File: src/logic/sdram_params.svh
`ifndef SDRAM_PARAMS_SVH
`define SDRAM_PARAMS_SVH

////////////////////////////////////////////////////////////
// sdram timing, in clock cycles
////////////////////////////////////////////////////////////

// a wait count of n holds the step for n+1 cycles
`define SDRAM_T_ACT        2    // activate to read/write, 3 cycles
`define SDRAM_T_PRE        2    // precharge to next command, 3 cycles
`define SDRAM_T_CASL       2    // read to data capture, 3 cycles
`define SDRAM_T_REF        6    // refresh to idle, 7 cycles

// auto refresh period
`define SDRAM_REF_INTERVAL 750

// banks in the device
`define SDRAM_NUM_BANKS    4

`endif

File: src/logic/sdram_pkg.sv
`default_nettype none

package sdram_pkg;

    typedef logic [22:0] addr_t;     // user address, row/bank/col
    typedef logic [12:0] row_t;
    typedef logic [1:0]  bank_t;
    typedef logic [7:0]  col_t;
    typedef logic [31:0] data_t;
    typedef logic [12:0] pin_addr_t; // value on sdram_a
    typedef logic [3:0]  delay_t;

    // {cs, ras, cas, we}
    typedef enum logic [3:0] {
        CMD_UNSELECTED = 4'b1000,
        CMD_NOP        = 4'b0111,
        CMD_ACTIVE     = 4'b0011,
        CMD_READ       = 4'b0101,
        CMD_WRITE      = 4'b0100,
        CMD_PRECHARGE  = 4'b0010,
        CMD_REFRESH    = 4'b0001
    } sdram_cmd_e;

    typedef enum logic [3:0] {
        S_INIT, S_IDLE, S_WAIT, S_REFRESH, S_ACTIVATE,
        S_READ, S_READ_RES, S_WRITE, S_PRECHARGE
    } fsm_state_e;

endpackage

`default_nettype wire

File: src/logic/sdram_if.sv
`timescale 1ns/1ps
`default_nettype none

// pending request, queue to fsm
interface req_if import sdram_pkg::*; ();
    logic  pending;
    logic  rw;        // 1 = write
    addr_t addr;
    data_t wdata;
    logic  take;      // one cycle, entry empties next edge

    modport queue (output pending, rw, addr, wdata, input take);
    modport fsm   (input pending, rw, addr, wdata, output take);
endinterface

// open-row bookkeeping
interface row_if import sdram_pkg::*; ();
    bank_t bank;
    row_t  row;
    logic  open_row;
    logic  close_bank;
    logic  close_all;
    logic  bank_open;
    logic  row_hit;

    modport fsm     (output bank, row, open_row, close_bank, close_all,
                     input bank_open, row_hit);
    modport tracker (input bank, row, open_row, close_bank, close_all,
                     output bank_open, row_hit);
endinterface

// command to the pin stage
interface cmd_if import sdram_pkg::*; ();
    sdram_cmd_e cmd;
    bank_t      ba;
    pin_addr_t  a_pins;
    data_t      wdata;
    logic       drive_dq;
    logic       capture;
    data_t      rdata;

    modport fsm (output cmd, ba, a_pins, wdata, drive_dq, capture, input rdata);
    modport io  (input cmd, ba, a_pins, wdata, drive_dq, capture, output rdata);
endinterface

`default_nettype wire

File: src/logic/sdram_request_queue.sv
`timescale 1ns/1ps
`default_nettype none

module sdram_request_queue import sdram_pkg::*; (
    input  logic  clk,
    input  logic  rst,
    input  logic  in_valid,
    input  logic  rw,
    input  addr_t user_addr,
    input  data_t data_in,
    output logic  busy,
    req_if.queue  req
);

    logic  full_q;
    logic  init_q;     // first cycle out of reset
    logic  rw_q;
    addr_t addr_q;
    data_t data_q;

    assign busy        = full_q;
    assign req.pending = full_q;
    assign req.rw      = rw_q;
    assign req.addr    = addr_q;
    assign req.wdata   = data_q;

    always_ff @(posedge clk) begin
        if (rst) begin
            full_q <= 1'b1;    // busy through reset
            init_q <= 1'b1;
        end else begin
            init_q <= 1'b0;
            if (init_q || req.take) begin
                full_q <= 1'b0;
            end else if (in_valid) begin
                full_q <= 1'b1;
            end
        end
    end

    // entry payload
    always_ff @(posedge clk) begin
        if (!full_q && in_valid) begin
            rw_q   <= rw;
            addr_q <= user_addr;
            data_q <= data_in;
        end
    end

endmodule

`default_nettype wire

File: src/logic/sdram_refresh_timer.sv
`timescale 1ns/1ps
`default_nettype none

`include "sdram_params.svh"

module sdram_refresh_timer (
    input  logic clk,
    input  logic rst,
    input  logic refresh_ack,
    output logic refresh_due
);

    localparam int CNT_W = $clog2(`SDRAM_REF_INTERVAL);

    logic [CNT_W-1:0] cnt_q;
    logic             due_q;

    assign refresh_due = due_q;

    always_ff @(posedge clk) begin
        if (rst) begin
            cnt_q <= '0;
            due_q <= 1'b0;
        end else if (cnt_q == CNT_W'(`SDRAM_REF_INTERVAL - 1)) begin
            cnt_q <= '0;
            due_q <= 1'b1;     // sticky until acked
        end else begin
            cnt_q <= cnt_q + 1'b1;
            if (refresh_ack) due_q <= 1'b0;
        end
    end

endmodule

`default_nettype wire

File: src/logic/sdram_row_tracker.sv
`timescale 1ns/1ps
`default_nettype none

`include "sdram_params.svh"

module sdram_row_tracker import sdram_pkg::*; (
    input  logic   clk,
    input  logic   rst,
    row_if.tracker row
);

    logic [`SDRAM_NUM_BANKS-1:0] open_q;              // one flag per bank
    row_t                        row_q [`SDRAM_NUM_BANKS];

    ////////////////////////////////////////////////////////////
    // lookup
    ////////////////////////////////////////////////////////////

    assign row.bank_open = open_q[row.bank];
    assign row.row_hit   = open_q[row.bank] && (row_q[row.bank] == row.row);

    ////////////////////////////////////////////////////////////
    // update
    ////////////////////////////////////////////////////////////

    always_ff @(posedge clk) begin
        if (rst) begin
            open_q <= '0;
        end else if (row.close_all) begin
            open_q <= '0;                  // precharge all
        end else if (row.close_bank) begin
            open_q[row.bank] <= 1'b0;
        end else if (row.open_row) begin
            open_q[row.bank] <= 1'b1;
        end
    end

    always_ff @(posedge clk) begin
        if (row.open_row) row_q[row.bank] <= row.row;
    end

endmodule

`default_nettype wire

File: src/logic/sdram_io_stage.sv
`timescale 1ns/1ps
`default_nettype none

module sdram_io_stage import sdram_pkg::*; (
    input  logic      clk,
    input  logic      rst,
    cmd_if.io         cmd,
    output logic      sdram_cle,
    output logic      sdram_cs,
    output logic      sdram_ras,
    output logic      sdram_cas,
    output logic      sdram_we,
    output logic      sdram_dqm,
    output bank_t     sdram_ba,
    output pin_addr_t sdram_a,
    input  data_t     sdram_dqi,
    output data_t     sdram_dqo
);

    logic       cle_q;
    sdram_cmd_e cmd_q;
    bank_t      ba_q;
    pin_addr_t  a_q;
    data_t      dqo_q;
    data_t      dqi_q;
    data_t      rdata_q;

    // command word split onto the control pins
    assign sdram_cs  = cmd_q[3];
    assign sdram_ras = cmd_q[2];
    assign sdram_cas = cmd_q[1];
    assign sdram_we  = cmd_q[0];

    assign sdram_cle = cle_q;
    assign sdram_dqm = 1'b0;                            // no byte masking
    assign sdram_ba  = ba_q;
    assign sdram_a   = a_q;
    assign sdram_dqo = dqo_q;
    assign cmd.rdata = rdata_q;

    always_ff @(posedge clk) begin
        if (rst) begin
            cle_q <= 1'b0;
            cmd_q <= CMD_NOP;
            dqo_q <= '0;
        end else begin
            cle_q <= 1'b1;                              // high from 2nd cycle on
            cmd_q <= cmd.cmd;
            dqo_q <= cmd.drive_dq ? cmd.wdata : '0;     // only with WRITE
        end
    end

    always_ff @(posedge clk) begin
        ba_q  <= cmd.ba;
        a_q   <= cmd.a_pins;
        dqi_q <= sdram_dqi;                             // input flop
        if (cmd.capture) rdata_q <= dqi_q;
    end

endmodule

`default_nettype wire

File: src/logic/sdram_fsm.sv
`timescale 1ns/1ps
`default_nettype none

`include "sdram_params.svh"

module sdram_fsm import sdram_pkg::*; (
    input  logic  clk,
    input  logic  rst,
    req_if.fsm    req,
    row_if.fsm    row,
    cmd_if.fsm    cmd,
    input  logic  refresh_due,
    output logic  refresh_ack,
    output data_t data_out,
    output logic  out_valid
);

    fsm_state_e state_q;
    fsm_state_e ret_q;        // state after WAIT
    delay_t     delay_q;
    logic       pre_all_q;    // precharge all banks
    logic       rw_q;
    addr_t      addr_q;
    data_t      wdata_q;
    data_t      data_q;
    logic       out_valid_q;
    addr_t      look_addr;
    col_t       col;

    // in IDLE the tracker looks at the pending request
    assign look_addr = (state_q == S_IDLE) ? req.addr : addr_q;
    assign row.bank  = look_addr[9:8];
    assign row.row   = look_addr[22:10];
    assign col       = addr_q[7:0];

    assign refresh_ack = (state_q == S_IDLE) && refresh_due;
    assign req.take    = (state_q == S_IDLE) && !refresh_due && req.pending;
    assign data_out    = data_q;
    assign out_valid   = out_valid_q;

    ////////////////////////////////////////////////////////////
    // command decode
    ////////////////////////////////////////////////////////////

    always_comb begin
        cmd.cmd        = CMD_NOP;
        cmd.ba         = '0;
        cmd.a_pins     = '0;
        cmd.wdata      = wdata_q;
        cmd.drive_dq   = 1'b0;
        cmd.capture    = (state_q == S_WAIT) && (delay_q == '0) && (ret_q == S_READ_RES);
        row.open_row   = 1'b0;
        row.close_bank = 1'b0;
        row.close_all  = 1'b0;
        case (state_q)
            S_ACTIVATE: begin
                cmd.cmd      = CMD_ACTIVE;
                cmd.ba       = addr_q[9:8];
                cmd.a_pins   = addr_q[22:10];
                row.open_row = 1'b1;
            end
            S_READ: begin
                cmd.cmd    = CMD_READ;
                cmd.ba     = addr_q[9:8];
                cmd.a_pins = {3'b000, col, 2'b00};
            end
            S_WRITE: begin
                cmd.cmd      = CMD_WRITE;
                cmd.ba       = addr_q[9:8];
                cmd.a_pins   = {3'b000, col, 2'b00};
                cmd.drive_dq = 1'b1;
            end
            S_PRECHARGE: begin
                cmd.cmd        = CMD_PRECHARGE;
                cmd.ba         = pre_all_q ? bank_t'(0) : addr_q[9:8];
                cmd.a_pins[10] = pre_all_q;   // a10 selects all banks
                row.close_all  = pre_all_q;
                row.close_bank = !pre_all_q;
            end
            S_REFRESH: cmd.cmd = CMD_REFRESH;
            default: ;
        endcase
    end

    ////////////////////////////////////////////////////////////
    // state sequencing
    ////////////////////////////////////////////////////////////

    always_ff @(posedge clk) begin
        if (rst) begin
            state_q     <= S_INIT;
            ret_q       <= S_IDLE;
            delay_q     <= '0;
            pre_all_q   <= 1'b0;
            out_valid_q <= 1'b0;
        end else begin
            out_valid_q <= 1'b0;
            case (state_q)
                S_INIT: state_q <= S_IDLE;
                S_IDLE: begin
                    if (refresh_due) begin          // refresh wins over requests
                        pre_all_q <= 1'b1;
                        ret_q     <= S_REFRESH;
                        state_q   <= S_PRECHARGE;
                    end else if (req.pending) begin
                        pre_all_q <= 1'b0;
                        if (row.row_hit) begin
                            state_q <= req.rw ? S_WRITE : S_READ;
                        end else if (row.bank_open) begin   // row conflict
                            ret_q   <= S_ACTIVATE;
                            state_q <= S_PRECHARGE;
                        end else begin
                            state_q <= S_ACTIVATE;
                        end
                    end
                end
                S_WAIT: begin
                    if (delay_q == '0) state_q <= ret_q;
                    else delay_q <= delay_q - 1'b1;
                end
                S_REFRESH: begin
                    delay_q <= delay_t'(`SDRAM_T_REF);
                    ret_q   <= S_IDLE;
                    state_q <= S_WAIT;
                end
                S_ACTIVATE: begin
                    delay_q <= delay_t'(`SDRAM_T_ACT);
                    ret_q   <= rw_q ? S_WRITE : S_READ;
                    state_q <= S_WAIT;
                end
                S_READ: begin
                    delay_q <= delay_t'(`SDRAM_T_CASL);
                    ret_q   <= S_READ_RES;
                    state_q <= S_WAIT;
                end
                S_READ_RES: begin
                    out_valid_q <= 1'b1;
                    state_q     <= S_IDLE;
                end
                S_WRITE: state_q <= S_IDLE;
                S_PRECHARGE: begin
                    delay_q <= delay_t'(`SDRAM_T_PRE);
                    state_q <= S_WAIT;              // ret_q set in IDLE
                end
                default: state_q <= S_INIT;
            endcase
        end
    end

    // request copy and read data
    always_ff @(posedge clk) begin
        if (req.take) begin
            rw_q    <= req.rw;
            addr_q  <= req.addr;
            wdata_q <= req.wdata;
        end
        if (state_q == S_READ_RES) data_q <= cmd.rdata;
    end

endmodule

`default_nettype wire

File: src/logic/sdram_controller.sv
`timescale 1ns/1ps
`default_nettype none

module sdram_controller import sdram_pkg::*; (
    input  logic      clk,
    input  logic      rst,
    // sdram pins
    output logic      sdram_cle,
    output logic      sdram_cs,
    output logic      sdram_cas,
    output logic      sdram_ras,
    output logic      sdram_we,
    output logic      sdram_dqm,
    output bank_t     sdram_ba,
    output pin_addr_t sdram_a,
    input  data_t     sdram_dqi,
    output data_t     sdram_dqo,
    // user side
    input  addr_t     user_addr,
    input  logic      rw,         // 1 = write
    input  data_t     data_in,
    output data_t     data_out,
    output logic      busy,
    input  logic      in_valid,
    output logic      out_valid
);

    logic refresh_due;
    logic refresh_ack;

    req_if u_req ();
    row_if u_row ();
    cmd_if u_cmd ();

    sdram_request_queue i_queue (
        .clk       (clk),
        .rst       (rst),
        .in_valid  (in_valid),
        .rw        (rw),
        .user_addr (user_addr),
        .data_in   (data_in),
        .busy      (busy),
        .req       (u_req.queue)
    );

    sdram_refresh_timer i_refresh (
        .clk         (clk),
        .rst         (rst),
        .refresh_ack (refresh_ack),
        .refresh_due (refresh_due)
    );

    sdram_row_tracker i_rows (
        .clk (clk),
        .rst (rst),
        .row (u_row.tracker)
    );

    sdram_fsm i_fsm (
        .clk         (clk),
        .rst         (rst),
        .req         (u_req.fsm),
        .row         (u_row.fsm),
        .cmd         (u_cmd.fsm),
        .refresh_due (refresh_due),
        .refresh_ack (refresh_ack),
        .data_out    (data_out),
        .out_valid   (out_valid)
    );

    sdram_io_stage i_io (
        .clk       (clk),
        .rst       (rst),
        .cmd       (u_cmd.io),
        .sdram_cle (sdram_cle),
        .sdram_cs  (sdram_cs),
        .sdram_ras (sdram_ras),
        .sdram_cas (sdram_cas),
        .sdram_we  (sdram_we),
        .sdram_dqm (sdram_dqm),
        .sdram_ba  (sdram_ba),
        .sdram_a   (sdram_a),
        .sdram_dqi (sdram_dqi),
        .sdram_dqo (sdram_dqo)
    );

endmodule

`default_nettype wire

File: config.mk
export PLATFORM = sky130hd
export DESIGN_NAME = sdram_controller
export DESIGN_NICKNAME = d
export VERILOG_FILES = /design/src/logic/sdram_pkg.sv /design/src/logic/sdram_if.sv /design/src/logic/sdram_request_queue.sv /design/src/logic/sdram_refresh_timer.sv /design/src/logic/sdram_row_tracker.sv /design/src/logic/sdram_io_stage.sv /design/src/logic/sdram_fsm.sv /design/src/logic/sdram_controller.sv
export VERILOG_INCLUDE_DIRS = /design/src /design/src/logic
export SDC_FILE = /design/constraint.sdc
export NUM_CORES = 1
export LEC_CHECK = 0
export BUFFER_PORTS_ARGS = -buffer_cell sky130_fd_sc_hd__buf_2
export CAP_MARGIN = 25
export CELL_PAD_IN_SITES_DETAIL_PLACEMENT = 1
export CELL_PAD_IN_SITES_GLOBAL_PLACEMENT = 2
export CORE_ASPECT_RATIO = 0.75
export CORE_MARGIN = 2
export CORE_UTILIZATION = 43
export CTS_BUF_LIST = sky130_fd_sc_hd__clkbuf_4 sky130_fd_sc_hd__clkbuf_8
export DETAILED_ROUTE_END_ITERATION = 10
export PLACE_DENSITY = 0.81
export RECOVER_POWER = 50
export SETUP_SLACK_MARGIN = 0.5
export SLEW_MARGIN = 0
export SYNTH_ARGS = -nofsm -noshare
export SYNTH_HDL_FRONTEND = slang
export SYNTH_HIERARCHICAL = 1
export SYNTH_SLANG_ARGS = --single-unit
File: constraint.sdc
create_clock -name clk -period 5.8 [get_ports clk]
set_input_delay 1.74 -clock clk [delete_from_list [all_inputs] [get_ports clk]]
set_output_delay 1.74 -clock clk [all_outputs]
set_load 0.005 [all_outputs]
# Yosys cells after proc, flatten, opt, wreduce, memory -nomap -nowiden
# Memory sizes are Yosys's and may differ from the RTL's.
# Index checks and enable logic that the tools add are counted.
# W data, S select, Z words.
[classes]
n_addsub = 2
n_mul = 0
n_div = 0
order_cmp = 2
n_eq_ne = 16
n_shift = 0
muxes = 42
n_bitwise = 4
n_reduce_logical = 32
[op_table]
columns = ["cell", "count"]
rows = [
  ["$mux W4", 12],
  ["$pmux W4 S4", 2],
  ["$mux W23", 1],
  ["$eq A4 B3 Y1 const B", 5],
  ["$pmux W10 S2", 1],
  ["$mux W1", 17],
  ["$pmux W3 S5", 1],
  ["$eq A13 B13 Y1", 1],
  ["$pmux W4 S3", 1],
  ["$add A10 B1 Y10 const B", 1],
  ["$eq A10 B10 Y1 const B", 1],
  ["$reduce_or A3 Y1", 3],
  ["$eq A4 B2 Y1 const B", 2],
  ["$logic_and A1 B1 Y1", 8],
  ["$logic_not A4 Y1", 2],
  ["$reduce_bool A2 Y1", 4],
  ["$reduce_or A2 Y1", 4],
  ["$mux W2", 3],
  ["$ne A3 B3 Y1 const B", 2],
  ["$reduce_and A2 Y1", 3],
  ["$and A4 B4 Y4", 1],
  ["$eq A4 B1 Y1 const B", 1],
  ["$eq A4 B4 Y1 const B", 1],
  ["$ne A2 B2 Y1 const B", 2],
  ["other kinds (17)", 19],
]
[word_totals]
reg_bits = 291
latch_bits = 0
ram_bits = 52
romBits = 0
elab_cells = 124
mem_count = 1
[mem_list]
columns = ["name", "words", "width", "rd", "rd_clocked_by_memory_dff", "wr", "line_no", "text"]
rows = [
  ["i_rows.row_q", 4, 13, 1, 0, 1, "sdram_row_tracker.sv:13", "row_t row_q [`SDRAM_NUM_BANKS];"],
]

# Logic depth before layout (Yosys ltp)
# Gate-level depths: netlist (run 1).
[depth]
ltp_word = 9
ltp_mapped = 15
mapped_depth_nobuf = 11

# By module
# The synthesis (run 1) kept the hierarchy.
[by_module_without_submodules]
columns = ["mod", "instances", "cells_each", "area_per_inst_um2"]
rows = [
  ["sdram_fsm", 1, 245, 3897.5],
  ["sdram_io_stage", 1, 161, 3014.1],
  ["sdram_row_tracker", 1, 119, 2277.2],
  ["sdram_request_queue", 1, 63, 1757.9],
  ["sdram_refresh_timer", 1, 53, 488.0],
]

# Worst setup path before layout (run 1)
# No wires, ideal clock.
[synth_path]
kind = "register to register"
start = "register i_fsm.state_q[3]"
end = "register i_io.rdata_q[0] (netlist: i_io/cmd.rdata[0]) (enable)"
setup_ps = 501
t_arrival_ps = 3997
required_time_ps = 5299
slack_ps = 1302
stages_incl_launch_ff = 5
path_buffers = 1
period_less_slack_ps = 4498
cell_sequence = "dfxtp_1 buf_2 nor4b_4 nand2_1 nor4_1"
[synth_via]
elab_chain_cells = 3
[synth_rtl]
columns = ["element", "line_no", "text"]
rows = [
  ["start, declared", "sdram_fsm.sv:18", "fsm_state_e state_q;"],
  ["start signal, assigned", "sdram_fsm.sv:108", "state_q <= req.rw ? S_WRITE : S_READ;"],
  ["start signal, assigned", "sdram_fsm.sv:118", "if (delay_q == '0) state_q <= ret_q;"],
  ["$eq A4 B2 Y1", "sdram_fsm.sv:51", "cmd.capture = (state_q == S_WAIT) && (delay_q == '0) && (ret_q == S_READ_RES);"],
  ["$logic_and A1 B1 Y1 (2 in a row)", "sdram_fsm.sv:51", ""],
  ["via u_cmd.capture", "sdram_if.sv:39", "logic capture;"],
  ["end signal, assigned", "sdram_io_stage.sv:57", "if (cmd.capture) rdata_q <= dqi_q;"],
  ["end, declared", "sdram_io_stage.sv:26", "data_t rdata_q;"],
]
# The timed path passes the listed nets, and every way through them passes these cells.
# A chain may end at the register's enable or synchronous reset.

# Final worst setup path (run 1)
[layout_path]
start = "register i_fsm.state_q[0]"
end = "register i_fsm.ret_q[1]"
[layout_via]
elab_chain_cells = 7
word_cells_on_any_way = 16
[layout_rtl]
columns = ["element", "line_no", "text"]
rows = [
  ["$eq A4 B1 Y1 (*)", "sdram_fsm.sv:31", "assign look_addr = (state_q == S_IDLE) ? req.addr : addr_q;"],
  ["$mux W23 (*)", "sdram_fsm.sv:31", ""],
  ["via u_row.bank[1]", "sdram_if.sv:18", "bank_t bank;"],
  ["$mem_v2 Z4 W13 or $bmux W1 S2 (tied branches)", "--", ""],
  ["$eq A13 B13 Y1 or $mux W1 (tied branches)", "sdram_row_tracker.sv:20", "assign row.row_hit = open_q[row.bank] && (row_q[row.bank] == row.row);"],
  ["$logic_and A1 B1 Y1 (*)", "sdram_row_tracker.sv:20", ""],
  ["via u_row.row_hit", "sdram_if.sv:24", "logic row_hit;"],
  ["$ne A3 B3 Y1 (no source line) (*)", "--", ""],
  ["$reduce_and A4 Y1 (no source line) (*)", "--", ""],
  ["end signal, assigned", "sdram_fsm.sv:128", "ret_q <= rw_q ? S_WRITE : S_READ;"],
  ["end, declared", "sdram_fsm.sv:19", "fsm_state_e ret_q;"],
]
# Mark *: on every way through the listed nets, which the timed path passes. The rest lies on a longest branch. The select of a mux whose other input is x is not followed.

==> run metrics, run 1 <==
outcome complete, but fails checks; failing checks max-capacitance violations, max-slew violations; row cnt between 50 and 60; global-route usage over all layers between 15 and 20%; met1 GRT Util 21.4%; ANT nets after route 0; CP delay by family, top simple AND/OR/NAND/NOR gates; grt ovf 0; Setup TNS 0 ps; routed via count slightly above 6000; die width 192 µm; Yosys reg bits 342; CP Capture Type register; crit path buf inv count 1; final period utilization 87.0%; Syn Nets 736; Max Freq 198 MHz; met3 Usage GRT 4.14%; Slew Viols, Final 33; Hold Crit Depth 0; vias in the first global route 6719; sequential share of the synthesized area approximately four fifths; clock sink count between 300 and 400; CTS buffer count 51; Final #Nets 949; Area Growth Syn to Fin 19.8%; EDFF count, synth 228; Tot Pwr 5760 µW; vias per cell 4.95; Lkg Pwr 0.00523 µW; largest net degree at the start of global routing 53; WL per Instance 19.0 µm; ant diodes 0; worst hold-check path type register to register; Clock Skew 20.1 ps; Levels on crit path 12; Tightest Pin Transition 1690 ps; # hold bufs at CTS 0; H-tree Lvls 2; synth unique cells 66; Req. time, crit path 6190 ps; Die Ht 145 µm; final setup violation count 0; GRT met2 Usage between 20 and 30%; HPWL Detailed about 16 mm; Worst setup SP type register; CTS resizes 0; VDD IR max 0.264 mV; Die ar. 0.0279 mm²; initial antenna violation count 0; layout cell share with drive strength beyond 1 about 33%; Crit-path slowest cell dfxtp_1; most frequent CP cell nor4_2; first-pass GRT wire length between 30 and 40 mm; post-synth top area cell edfxtp_1; DP Worst Slack roughly 880 ps; relative slew slack -12.8%; Post-Syn Instances 641; Most used DFF post-synth edfxtp_1; asr flop ratio synth 0%; CP Class register to register; Iter 0 DRT Violations 227; min Tclk post-route 5040 ps; Syn Std Cell Area 0.0114 mm²; GP Congestion 0.747; Initial Utilization 43.9%; Final Instance Area roughly 0.014 mm²; Critical Path AT 5440 ps; worst setup margin 756 ps; Synth top cells by count edfxtp_1, dfxtp_1, and3b_1; setup bufs post-CTS 0; io pins 178; most frequent cell after synthesis edfxtp_1; CP Max Fanout 22; DRT Pass-1 Iters 4; DP Area 0.0127 mm²; RSZ-0062 raised after global routing no; GR peak layer met2; Cell Pwr Density 421 mW/mm²; Synth area leaders edfxtp_1, dfxtp_1, and3b_1, mux4_2, mux2_2; Clock Latency Late Sink around 570 ps; yosys synthesis warning count 6; port buffer count roughly 180; Clock Tree Buf Depth 3; final hold vios 0; worst path cell trace nor4b_1 -> buf_4 -> mux2_2 -> mux4_2 -> xor2_1 -> nor4_2 -> nand4_1 -> nor4_2 -> and3b_1 -> o311ai_0 -> a211o_1 -> a21oi_1; DRC 0; root buf cell clkbuf_8; Clk pin slew, worst setup/hold paths 60 ps; total wire length 23.5 mm; Worst path max stage delay 650 ps; Max-Cap Viols 1; r2r worst-path depth 12; Syn Area/Cell 17.8 µm²; top-area cell type share of the netlist area 59.9%; CTS tree built; Core ar. 0.0260 mm²
-- report_power, final --
part           internal (µW)  switching, µW  total, µW
combinational            315            476        792
sequential              2900            111       3010
clock                   1090            869       1960
-- routing by layer --
metal,wire length (µm),up-vias
met5,0,-
met4,467,0
met3,1330,43
met2,11700,183
met1,10000,3051
li1,-,2856
-- cells by family after synthesis --
kind of cell | Yosys count | synth area share [%]
buffers and inverters | 42 | 2.00
AOI/OAI and AO/OA | 57 | 3.71
muxes | 32 | 4.17
and+or+nand+nor | 144 | 8.40
xor gates and xnor gates | 18 | 1.38
DFF | 342 | 79.8
other | 2 | 0.0657
adders and majority gates | 4 | 0.438
-- stage by stage --
| stage | instances | util [%] | hold WS [ps] |
|---|---|---|---|
| finish | 1238 | 52.6 | 402 |
| global placement | 1142 | 48.7 | 387 |
| global route | 1238 | 52.6 | 410 |
| floorplan | 641 | - | 386 |
| detailed placement | 1144 | 48.8 | 390 |
| CTS | 1237 | 52.8 | 405 |
-- cell type report --
| cell class | count | area, µm² |
|---|---|---|
| Fill cell | 2511 | 12300 |
| Sequential cell | 342 | 9130 |
| Clock inverter | 12 | 83.8 |
| Inverter | 14 | 52.6 |
| Multi-Input combinational cell | 257 | 2090 |
| Timing Repair Buffer | 188 | 956 |
| Tap cell | 344 | 430 |
| Clock buffer | 81 | 958 |
-- worst paths after layout --
| path | endpoint | slack [ps] | from |
|---|---|---|---|
| worst max-delay path | i_fsm/ret_q[1]$_SDFFE_PP0P_ | 760 | i_fsm/state_q[0]$_SDFFE_PP0P_ |
| worst min-delay path | i_io/cmd.rdata[23]$_DFFE_PP_ | 400 | i_io/dqi_q[23]$_DFF_P_ |
| worst max register to register | i_fsm/ret_q[1]$_SDFFE_PP0P_ | 760 | i_fsm/state_q[0]$_SDFFE_PP0P_ |
| worst min register to register | i_io/cmd.rdata[23]$_DFFE_PP_ | 400 | i_io/dqi_q[23]$_DFF_P_ |
-- placed cells by master, fill, tap and decap left out, types with 9 or more instances in the layout --
cell type and count:
xor2_1 9, buf_2 161, nand2_1 12, clkbuf_4 25
mux4_2 11, inv_1 14, clkbuf_8 56, xnor2_1 9
nor2_1 23, clkbuf_1 18, mux2_1 13, and3b_1 29
a21oi_1 14, nand3_1 9, edfxtp_1 228, dfxtp_1 114
-- state kept, by name, summed over array words and instances (netlist names), 2 cells and up, named ones only --
register	count
i_io/sdram_dqo	32
i_fsm/cmd.wdata	32
i_io/cmd.rdata	32
i_io/cmd_q	4
i_io/sdram_ba	2
i_refresh/cnt_q	10
i_fsm/delay_q	4
i_queue/req.addr	23
i_fsm/ret_q	3
i_fsm/state_q	4
i_io/sdram_a	13
i_io/dqi_q	32
i_fsm/data_out	32
i_rows/row_q	52
i_fsm/addr_q	23
i_queue/req.wdata	32
(Power assumes the default switching activity.)
==> run 2, diff against run 1 <==
CORE_ASPECT_RATIO = 1.75   (was 0.75)
HOLD_SLACK_MARGIN = 0.05   (was unset)
RECOVER_POWER = unset   (was 50)
==> run metrics, run 2 (same netlist as run 1, synthesis figures left out) <==
outcome finished, final reports clean; RSZ-0062 raised after global routing no; Worst setup SP type register; CTS buffer count between 40 and 50; GP Congestion 0.769; Initial Utilization between 40% and 50%; max reg flops 52; worst hold-check path type register to register; worst path cell trace nor4b_2 -> buf_4 -> mux2_2 -> mux4_2 -> xor2_1 -> nor4_2 -> nand4_1 -> nor4_2 -> and3b_1 -> o311ai_0 -> a211o_1 -> a21oi_1; H-tree Lvls 2; final setup violation count 0; CP Max Fanout 22; most frequent CP cell nor4_2; Max Freq 210 MHz; initial antenna violation count 0; Die ar. 0.0280 mm²; grt ovf 0; global-route usage over all layers between 15 and 20%; # hold bufs at CTS 0; CTS resizes 0; Req. time, crit path 6270 ps; Clock Tree Buf Depth 3; Max-Cap Viols 0; vias in the first global route 6664; area of the multi-input gates 0.00211 mm²; CP Capture Type register; Tightest Pin Transition 771 ps; DRC 0; Cell Pwr Density 417 mW/mm²; setup bufs post-CTS 0; root buf cell clkbuf_8; crit path buf inv count 1; min Tclk post-route 4750 ps; Clock Skew 13.8 ps; Final #Nets 947; port buffer count 176; DRT Pass-1 Iters 4; Biggest register i_rows/row_q; Core Util, Final 51.8%; final-layout fill cell count 2533; largest net degree at the start of global routing 57; Crit-path slowest cell o311ai_0; final period utilization between 80 and 90%; CP Class register to register; Clk pin slew, worst setup/hold paths 70 ps; WL per Instance 18.7 µm; final hold vios 0; most common cell after layout, fill and taps aside edfxtp_1; Lkg Pwr 0.00526 µW; CP delay by family, top simple AND/OR/NAND/NOR gates; first-pass GRT wire length ~36 mm; vias per cell 4.98; HPWL Detailed 15.9 mm; row cnt 79; ant diodes 0; ANT nets after route 0; Die Ht 220 µm; io pins between 150 and 200; Clock Latency Late Sink 590 ps; Worst path max stage delay 660 ps; commonest cells after routing, fill and taps aside edfxtp_1, buf_2, dfxtp_1; FF+latch area 0.00913 mm²; Slew Viols, Final 0; Setup TNS 0 ps; routed via count 6050; VDD IR max 0.238 mV; Core ar. 0.0264 mm²; layout cell share with drive strength beyond 1 35.8%; relative slew slack 47.9%; Iter 0 DRT Violations 251; CTS tree built; Critical Path AT 5220 ps; clock sink count around 340; die width 127 µm; Area Growth Syn to Fin 19.6%; total wire length 22.7 mm
run 2: area by class of cell:
class	count	area share (%)
clock buffers	70	6.18
clock inverters	19	1.11
multi-input cells	257	15.4
inverters	14	0.384
well taps	324	2.97
repair buffers	189	7.18
flip-flops and latches	342	66.8
run 2: worst paths after layout:
kind,endpoint,slack [ps],cells past startpoint,start
worst max-delay path,i_fsm/ret_q[1]$_SDFFE_PP0P_,1050,12,i_fsm/state_q[0]$_SDFFE_PP0P_
worst min-delay path,i_io/cmd.rdata[27]$_DFFE_PP_,400,0,i_io/dqi_q[27]$_DFF_P_
worst max register to register,i_fsm/ret_q[1]$_SDFFE_PP0P_,1050,12,i_fsm/state_q[0]$_SDFFE_PP0P_
worst min register to register,i_io/cmd.rdata[27]$_DFFE_PP_,400,0,i_io/dqi_q[27]$_DFF_P_
run 2: layer usage:
layer | wire, µm | global-route usage [%]
met2 | 12600 | 31.4
met5 | 0 | 0
met3 | 1130 | 4.01
met4 | 971 | 9.27
met1 | 8070 | 17.1
run 2: worst reg2reg max path: cells and delay by family, from the launching register on:
family	cells	cell delay, ps
simple gates	5	1510
mux	2	1020
compound gates	3	950
flops	1	650
buf+inv	1	350
xor+xnor	1	160
run 2: stage by stage:
stage                     hold slack, ps  std cells  worst slack, ps  power (µW)  area, µm²
after floorplan                      386        641             1300        3610      11400
after global placement               387       1125             1120        3840      12700
after detailed placement             390       1125             1000        3880      12700
after CTS                            404       1214              973        5800      13700
after global routing                 411       1215              630        5990      13700
final                                402       1215             1050        5700      13700
run 2: where the power goes:
part,switching (µW),total (µW),leakage [µW],internal (µW)
Clock,857,1890,0.000521,1030
Combinational,467,799,0.00172,332
Sequential,109,3010,0.00302,2900
Total,1430,5700,0.00526,4260
